**config.mk**
```make
export PLATFORM = sky130hd
export DESIGN_NAME = rcc_rst_top
export DESIGN_NICKNAME = d
export VERILOG_FILES = /design/src/logic/rst_src_pkg.sv /design/src/logic/rst_domain_pkg.sv /design/src/logic/rst_domain_if.sv /design/src/logic/rcc_rst_top.sv /design/src/logic/rst_flag_unit.sv /design/src/logic/rst_domain_stretch.sv /design/src/logic/rst_source_sync.sv
export SDC_FILE = /design/constraint.sdc
export NUM_CORES = 1
export LEC_CHECK = 0
export ABC_AREA = 1
export BUFFER_PORTS_ARGS = -buffer_cell sky130_fd_sc_hd__buf_4
export CAP_MARGIN = 40
export CELL_PAD_IN_SITES_DETAIL_PLACEMENT = 0
export CELL_PAD_IN_SITES_GLOBAL_PLACEMENT = 1
export CORE_UTILIZATION = 44
export CTS_CLUSTER_DIAMETER = 30
export DETAILED_ROUTE_END_ITERATION = 7
export MAX_ROUTING_LAYER = met4
export PLACE_DENSITY_LB_ADDON = 0.1
export RECOVER_POWER = 25
export SETUP_SLACK_MARGIN = 0.1
export SLEW_MARGIN = 20
export SYNTH_ARGS = -nofsm -noshare
export SYNTH_HDL_FRONTEND = slang
export SYNTH_SLANG_ARGS = --single-unit
```
**constraint.sdc**
```tcl
create_clock -name sys_d1cpre_clk -period 1.51 [get_ports sys_d1cpre_clk]
set_input_delay 0.302 -clock sys_d1cpre_clk [delete_from_list [all_inputs] [get_ports sys_d1cpre_clk]]
set_output_delay 0.302 -clock sys_d1cpre_clk [all_outputs]
set_load 0.01 [all_outputs]
```
**src/logic/rst_src_pkg.sv**
```systemverilog
`default_nettype none

package rst_src_pkg;

    // number of reset sources
    localparam int unsigned NUM_SRC = 6;

    // source bit positions in a source vector
    localparam int unsigned SRC_PIN     = 0;
    localparam int unsigned SRC_POR_BOR = 1;
    localparam int unsigned SRC_IWDG    = 2;
    localparam int unsigned SRC_WWDG    = 3;
    localparam int unsigned SRC_CPU_SW  = 4;
    localparam int unsigned SRC_LPWR    = 5;

    // one bit per source, index order above
    typedef logic [NUM_SRC-1:0] src_vec_t;

    // flops in each synchronizer chain
    localparam int unsigned SYNC_STAGES = 2;

    // cause flags out of reset, only por/bor set
    localparam src_vec_t FLAG_RST_VAL = src_vec_t'(1) << SRC_POR_BOR;

    // internal sources that also pull the reset pin
    localparam src_vec_t PIN_DRIVE_MASK = (src_vec_t'(1) << SRC_IWDG)
                                        | (src_vec_t'(1) << SRC_WWDG)
                                        | (src_vec_t'(1) << SRC_CPU_SW);

endpackage

`default_nettype wire
```
**src/logic/rst_domain_pkg.sv**
```systemverilog
`default_nettype none

package rst_domain_pkg;

    import rst_src_pkg::*;

    // reset domains
    localparam int unsigned NUM_DOM  = 3;
    localparam int unsigned DOM_D1   = 0;
    localparam int unsigned DOM_D2   = 1;
    localparam int unsigned DOM_PERX = 2;

    // one bit per domain
    typedef logic [NUM_DOM-1:0] dom_vec_t;

    // release counter, covers durations up to 15
    typedef logic [3:0] cnt_t;

    // release delay per domain, in cycles
    localparam cnt_t DOM_DURATION [NUM_DOM] = '{4'd10, 4'd10, 4'd6};

    // which sources reset which domain
    // bit order: lpwr, cpu_sw, wwdg, iwdg, por_bor, pin
    // d1   : everything but lpwr
    // d2   : pin, por/bor, iwdg, lpwr
    // perx : same as d1
    localparam src_vec_t DOM_SRC_MASK [NUM_DOM] = '{
        6'b011111,
        6'b100111,
        6'b011111
    };

    // stretcher FSM
    typedef enum logic [1:0] {
        ST_HOLD,
        ST_COUNT,
        ST_RUN
    } stretch_state_e;

endpackage

`default_nettype wire

```
**src/logic/rst_domain_if.sv**
```systemverilog
`timescale 1ns/1ps
`default_nettype none

interface rst_domain_if;

    // synchronized request level and power-good
    logic req;
    logic pwr_ok;
    // active-low domain reset, and its one-cycle release pulse
    logic rst_n;
    logic released;

    // source side, after synchronization
    modport src (
        output req,
        output pwr_ok
    );

    // per-domain stretcher
    modport stretch (
        input  req,
        input  pwr_ok,
        output rst_n,
        output released
    );

    // flag unit only looks at the reset
    modport sink (
        input rst_n,
        input released
    );

endinterface

`default_nettype wire

```
**src/logic/rcc_rst_top.sv**
```systemverilog
`timescale 1ns/1ps
`default_nettype none

module rcc_rst_top (
    input  logic                     sys_d1cpre_clk,
    input  logic                     pwr_d1_ok,
    input  rst_src_pkg::src_vec_t    rst_src,
    input  rst_domain_pkg::dom_vec_t dom_pwr_ok,
    input  logic                     rmvf,
    output rst_domain_pkg::dom_vec_t dom_rst_n,
    output rst_src_pkg::src_vec_t    rst_flags,
    output logic                     nrst_out
);

    import rst_src_pkg::*;
    import rst_domain_pkg::*;

    // synchronized sources, shared with the flag unit
    src_vec_t src_sync;

    // one bundle per domain
    rst_domain_if dom_if [NUM_DOM] ();

    ////////////////////////////////////////
    // sync and request mapping
    ////////////////////////////////////////

    rst_source_sync u_source_sync (
        .sys_d1cpre_clk (sys_d1cpre_clk),
        .pwr_d1_ok      (pwr_d1_ok),
        .rst_src        (rst_src),
        .dom_pwr_ok     (dom_pwr_ok),
        .src_sync       (src_sync),
        .dom            (dom_if)
    );

    ////////////////////////////////////////
    // domain stretchers
    ////////////////////////////////////////

    for (genvar g = 0; g < NUM_DOM; g++) begin : gen_dom
        rst_domain_stretch #(
            .DURATION (DOM_DURATION[g])
        ) u_stretch (
            .sys_d1cpre_clk (sys_d1cpre_clk),
            .pwr_d1_ok      (pwr_d1_ok),
            .dom            (dom_if[g])
        );

        assign dom_rst_n[g] = dom_if[g].rst_n;
    end

    // flags and pin
    rst_flag_unit u_flags (
        .sys_d1cpre_clk (sys_d1cpre_clk),
        .pwr_d1_ok      (pwr_d1_ok),
        .src_sync       (src_sync),
        .rmvf           (rmvf),
        .rst_flags      (rst_flags),
        .nrst_out       (nrst_out),
        .dom            (dom_if)
    );

endmodule

`default_nettype wire

```
**src/logic/rst_flag_unit.sv**
```systemverilog
`timescale 1ns/1ps
`default_nettype none

module rst_flag_unit (
    input  logic                  sys_d1cpre_clk,
    input  logic                  pwr_d1_ok,
    input  rst_src_pkg::src_vec_t src_sync,
    input  logic                  rmvf,
    output rst_src_pkg::src_vec_t rst_flags,
    output logic                  nrst_out,
    rst_domain_if.sink            dom [rst_domain_pkg::NUM_DOM]
);

    import rst_src_pkg::*;
    import rst_domain_pkg::*;

    logic pin_req;

    ////////////////////////////////////////
    // sticky cause flags
    ////////////////////////////////////////

    always_ff @(posedge sys_d1cpre_clk or negedge pwr_d1_ok) begin
        if (!pwr_d1_ok) begin
            rst_flags <= FLAG_RST_VAL;
        end else begin
            // set wins over the clear strobe
            rst_flags <= (rmvf ? src_vec_t'(0) : rst_flags) | src_sync;
        end
    end

    ////////////////////////////////////////
    // reset pin drive
    ////////////////////////////////////////

    // watchdogs and cpu software reset pull the pin directly
    assign pin_req = |(src_sync & PIN_DRIVE_MASK);

    always_ff @(posedge sys_d1cpre_clk or negedge pwr_d1_ok) begin
        if (!pwr_d1_ok) begin
            nrst_out <= 1'b0;
        end else if (pin_req) begin
            nrst_out <= 1'b0;
        end else if (dom[DOM_D1].released) begin
            // pin let go with the d1 release pulse
            nrst_out <= 1'b1;
        end else if (!dom[DOM_D1].rst_n) begin
            nrst_out <= 1'b0;
        end
    end

endmodule

`default_nettype wire

```
**src/logic/rst_domain_stretch.sv**
```systemverilog
`timescale 1ns/1ps
`default_nettype none

module rst_domain_stretch #(
    parameter rst_domain_pkg::cnt_t DURATION = 4'd10
) (
    input  logic          sys_d1cpre_clk,
    input  logic          pwr_d1_ok,
    rst_domain_if.stretch dom
);

    import rst_domain_pkg::*;

    stretch_state_e state;
    stretch_state_e state_nxt;
    cnt_t           cnt;
    cnt_t           cnt_nxt;
    cnt_t           cnt_step;
    logic           clean;
    logic           cnt_done;

    // no request and power good
    assign clean = !dom.req && dom.pwr_ok;

    // the hold exit edge counts as the first cycle
    assign cnt_step = (state == ST_HOLD) ? cnt_t'(1) : cnt + cnt_t'(1);
    assign cnt_done = (cnt_step == DURATION);

    ////////////////////////////////////////
    // next state
    ////////////////////////////////////////

    always_comb begin
        state_nxt = state;
        cnt_nxt   = cnt;
        case (state)
            ST_HOLD: begin
                if (clean) begin
                    if (cnt_done) begin
                        // duration of one goes straight out
                        state_nxt = ST_RUN;
                    end else begin
                        state_nxt = ST_COUNT;
                        cnt_nxt   = cnt_step;
                    end
                end
            end
            ST_COUNT: begin
                if (!clean) begin
                    // re-request, count restarts later
                    state_nxt = ST_HOLD;
                    cnt_nxt   = '0;
                end else if (cnt_done) begin
                    state_nxt = ST_RUN;
                    cnt_nxt   = '0;
                end else begin
                    cnt_nxt = cnt_step;
                end
            end
            ST_RUN: begin
                if (!clean) begin
                    state_nxt = ST_HOLD;
                end
            end
            default: begin
                state_nxt = ST_HOLD;
                cnt_nxt   = '0;
            end
        endcase
    end

    ////////////////////////////////////////
    // state and outputs
    ////////////////////////////////////////

    always_ff @(posedge sys_d1cpre_clk or negedge pwr_d1_ok) begin
        if (!pwr_d1_ok) begin
            state        <= ST_HOLD;
            cnt          <= '0;
            dom.rst_n    <= 1'b0;
            dom.released <= 1'b0;
        end else begin
            state        <= state_nxt;
            cnt          <= cnt_nxt;
            // reset low everywhere but run
            dom.rst_n    <= (state_nxt == ST_RUN);
            // pulse on run entry only
            dom.released <= (state_nxt == ST_RUN) && (state != ST_RUN);
        end
    end

endmodule

`default_nettype wire

```
**src/logic/rst_source_sync.sv**
```systemverilog
`timescale 1ns/1ps
`default_nettype none

module rst_source_sync (
    input  logic                     sys_d1cpre_clk,
    input  logic                     pwr_d1_ok,
    input  rst_src_pkg::src_vec_t    rst_src,
    input  rst_domain_pkg::dom_vec_t dom_pwr_ok,
    output rst_src_pkg::src_vec_t    src_sync,
    rst_domain_if.src                dom [rst_domain_pkg::NUM_DOM]
);

    import rst_src_pkg::*;
    import rst_domain_pkg::*;

    // synchronizer chains, stage 0 samples the async inputs
    src_vec_t src_pipe [SYNC_STAGES];
    dom_vec_t pwr_pipe [SYNC_STAGES];
    dom_vec_t pwr_sync;

    ////////////////////////////////////////
    // input synchronizers
    ////////////////////////////////////////

    always_ff @(posedge sys_d1cpre_clk or negedge pwr_d1_ok) begin
        if (!pwr_d1_ok) begin
            // sources quiet, power-good reads not ok
            for (int i = 0; i < SYNC_STAGES; i++) begin
                src_pipe[i] <= '0;
                pwr_pipe[i] <= '0;
            end
        end else begin
            src_pipe[0] <= rst_src;
            pwr_pipe[0] <= dom_pwr_ok;
            for (int i = 1; i < SYNC_STAGES; i++) begin
                src_pipe[i] <= src_pipe[i-1];
                pwr_pipe[i] <= pwr_pipe[i-1];
            end
        end
    end

    // last stage, also feeds the flag unit
    assign src_sync = src_pipe[SYNC_STAGES-1];
    assign pwr_sync = pwr_pipe[SYNC_STAGES-1];

    ////////////////////////////////////////
    // per-domain request
    ////////////////////////////////////////

    for (genvar d = 0; d < NUM_DOM; d++) begin : gen_req
        // registered OR of masked sources, one cycle after sync
        always_ff @(posedge sys_d1cpre_clk or negedge pwr_d1_ok) begin
            if (!pwr_d1_ok) begin
                dom[d].req    <= 1'b0;
                dom[d].pwr_ok <= 1'b0;
            end else begin
                dom[d].req    <= |(src_sync & DOM_SRC_MASK[d]);
                dom[d].pwr_ok <= pwr_sync[d];
            end
        end
    end

endmodule

`default_nettype wire

```
==> flow_summary.toml <==
[pwr]
power.density_cell_area_mw_per_mm2 = 1120
worst_ir_drop_vdd_uv = 520
p_int_mw = 2.05
p_leak_nw = 1.16
total_switching_power_mw = 0.616
switching_share_pct = 23.1
p_clk_share_pct = 36.2
power_frac_comb_pct = 7.4
power.share.sequential_pct = 56.3

[global_route]
globalRouteTotalUtil_pct = 14.6
grt_pass1_wl_um = 5290
grt_start_max_net_pins = 53
antenna_found_initial = 0
remaining_global_route_overflow = 0
first_global_vias = 1200

[floorplan]
chipHeight_um = 69.3
row_count = 24
fp.dieArea_mm2 = 0.00481
floorplan.initialDensity_pct = 45.8
die_x_um = 69.3
ios = 22
floorplan.core_area_mm2 = 0.00435

[setup_path]
critical_path.max_fanout = 6
r2r.worst_path.cells = 7
r2r_setup_slack_ns = 0.18
timing.critical_path.from = "gen_dom[0].u_stretch.cnt[1]"
worst_setup_path_start_kind = "register"
critPathCaptureType = "register"
worst_path_dominant_cell_family = "flip-flops"
critPathKind = "reg2reg"
worst_setup_path_end = "gen_dom[0].u_stretch.state[1]"
worst-endpoint-arrival_ns = 1.56
path_cells = "ha_4 > nand2_2 > inv_1 > o21ai_1 > nor2_1 > nand2_2 > o21bai_1"
worst_ep_required_time_ns = 1.74
critical_path_slowest_stage_cell = "dfrtp_2"
critical-path-max-stage-delay_ns = 0.45
critical_path.reg2reg.endpoint = "gen_dom[0].u_stretch.state[1]"
most_used_cell_cp = "nand2_2"
worst-path-stages = 7
critical_path_buf_inv_count = 1
r2r-start = "gen_dom[0].u_stretch.cnt[1]"

[clocking]
cts_tree = "yes"
cts_max_path_buffers = 2
number_of_buffers_inserted_during_clock_tree_synthesis = 5
post_cts_hold_buffer_count = 0
clkLatencyLatePin_ns = 0.31
ctsHtreeMaxLevel = 2
clock_sink_count = 52
clk_pin_slew_worst_paths_ns = 0.10
clock_tree.root_cell = "clkbuf_8"

[routing]
total_via_count_in_the_routed_design = 1310
detail_route.vias_per_cell = 4.76
drt.antenna.violating_nets = 0
post_drt_wl_per_cell_um = 11.1
drt-initial-drc-count = 78
route.final.wire_length_um = 3050
number_of_remaining_drc_errors = 0
drt_pre_antenna_iters = 4

[synthesis]
synth_area_per_cell_um2 = 10.3
synth.largest_area_cell = "dfrtp_1"
yosysSeqAreaShare_pct = 65.3
yosys-top-cells-area = "dfrtp_1 (64%), nand2_1 (7.3%), inv_1 (4.9%), nand3_1 (4.0%), nor2_1 (3.0%)"
yosys.area.top_type_share_pct = 64.0
synth_fp_nets = 208
ys_ff_latch = 52
synth_area_mm2 = 0.00199
ys_types = 25
ys.warnings.count = 0
post_synth_inst_count = 193

[layout]
antenna-diode-count = 0
design.final.nets = 237
filler_cell_count = 381
mostFrequentLayoutCell = "dfrtp_1"
drive_gt1_share_pct = 23.8
mostFrequentLayoutCells = "dfrtp_1 (48), nand2_1 (38), inv_1 (26)"
area.growth.synth_to_final_pct = 19.0
finalNonFillerCells = 275

[sta]
rsz0062_at_grt = "yes"
finalHoldViolations = 0
final.min_clock_period_ns = 1.33
finClkSkew_ns = 0.00735
timing_max_transition_violations_final = 0
timing.max_slew.rel_slack_pct = 18.1
timing.fmax_mhz = 750
layout_worst_path_cycle_share_pct = 88.3
worst_pin_slew_ns = 1.23
tns_ns = 0
setup-violations-final = 0

[place]
placed_cells_incl_taps = 263
half_perimeter_wire_length_after_detailed_placement_um = 2130
number_of_buffers_added_on_ports = 21
place_congestion = 0.799

[flow_run]
maxCapViolations = 0

[hold_path]
hold_path.class = "in2reg"

[outcome]
status = "complete, no violations"
## routing by layer
| metal | up-vias | global-route usage, % | routed length [um] |
|---|---|---|---|
| li1 | 663 | - | - |
| met3 | 4 | 5.38 | 135 |
| met2 | 23 | 22.8 | 1490 |
| met4 | 0 | 5.44 | 34 |
| met5 | - | - | 0 |
| met1 | 620 | 17.4 | 1400 |
## cell usage after synthesis, drive strengths merged
cell,instances
mux2i,1
nor4,1
dfrtp,51
o21ai,9
nor3,1
o21bai,6
nand4,3
o22ai,1
ha,3
inv,29
nand2,42
dfstp,1
or2,1
nand3,16
nor2,21
o31ai,1
a21oi,3
buf,3
## cells by family after synthesis
logic type | share of synthesized area (%)
AND/OR/NAND/NOR | 19.2
AO/OA/AOI/OAI | 6.52
buffers and inverters | 6.59
adder cells (fa/ha/maj) | 1.88
multiplexers | 0.502
flip-flops | 65.3
## power groups by stage
| stage | sequential, mW | combinational (mW) | clock [mW] |
|---|---|---|---|
| after floorplan | 1.53 | 0.0681 | 0 |
| after global placement | 1.53 | 0.149 | 0 |
| after detailed placement | 1.54 | 0.156 | 0 |
| after CTS | 1.50 | 0.178 | 1.01 |
| after global routing | 1.51 | 0.229 | 1.06 |
| final | 1.50 | 0.199 | 0.967 |
## registers in the layout (all words and copies together), names as in the netlist, 2 cells and up
name / cells
u_flags.rst_flags: 6
u_source_sync.pwr_sync: 3
u_source_sync.pwr_pipe: 3
u_source_sync.src_pipe: 6
gen_dom.u_stretch.cnt: 12
u_source_sync.src_sync: 6
u_source_sync.dom.req: 2
gen_dom.u_stretch.state: 6
gen_dom.u_stretch.dom.rst_n: 3
u_source_sync.dom.pwr_ok: 3
## final cells by class
class | instances | area [um2] | share of cell area [%]
Tap cell | 52 | 65.1 | 2.74
Clock buffer | 5 | 68.8 | 2.90
Clock inverter | 3 | 46.3 | 1.95
Timing Repair Buffer | 25 | 185 | 7.80
Sequential cell | 52 | 1310 | 55.0
Inverter | 29 | 109 | 4.59
Multi-Input combinational cell | 109 | 593 | 25.0
## worst min-delay path by stage
stage	start	cells past startpoint	to	slack, ns
finish	rst_src[1]	1	u_source_sync.src_pipe[7]	0.12
global route	dom_pwr_ok[1]	1	u_source_sync.pwr_pipe[4]	0.1
CTS	pwr_d1_ok	1	u_flags.rst_flags[2]	0.03
detailed placement	u_source_sync.src_pipe[10]	0	u_source_sync.src_sync[4]	0.33
global placement	u_source_sync.src_pipe[6]	0	u_source_sync.src_sync[0]	0.33
floorplan	pwr_d1_ok	0	gen_dom[0].u_stretch.cnt[0]	0.006
## per-stage QoR
stage | utilization, % | setup WS (ns) | hold slack (ns) | cell area (um2) | power (mW)
after floorplan | - | 0.236 | 0.00641 | 1990 | 1.60
after global placement | 50.4 | 0.172 | 0.332 | 2190 | 1.68
after CTS | 53.2 | 0.118 | 0.0322 | 2320 | 2.68
after global routing | 54.5 | 0.0743 | 0.0962 | 2370 | 2.80
after detailed placement | 50.4 | 0.117 | 0.335 | 2190 | 1.69
final | 54.5 | 0.177 | 0.116 | 2370 | 2.67
## repair_timing
item                       CTS  global route
gates resized for setup      0             9
pin swaps                    0             5
gates cloned                 0             0
setup endpoints to repair    1            11
buffers inserted             1             3
No activity file was read; power rests on OpenSTA's default activity.
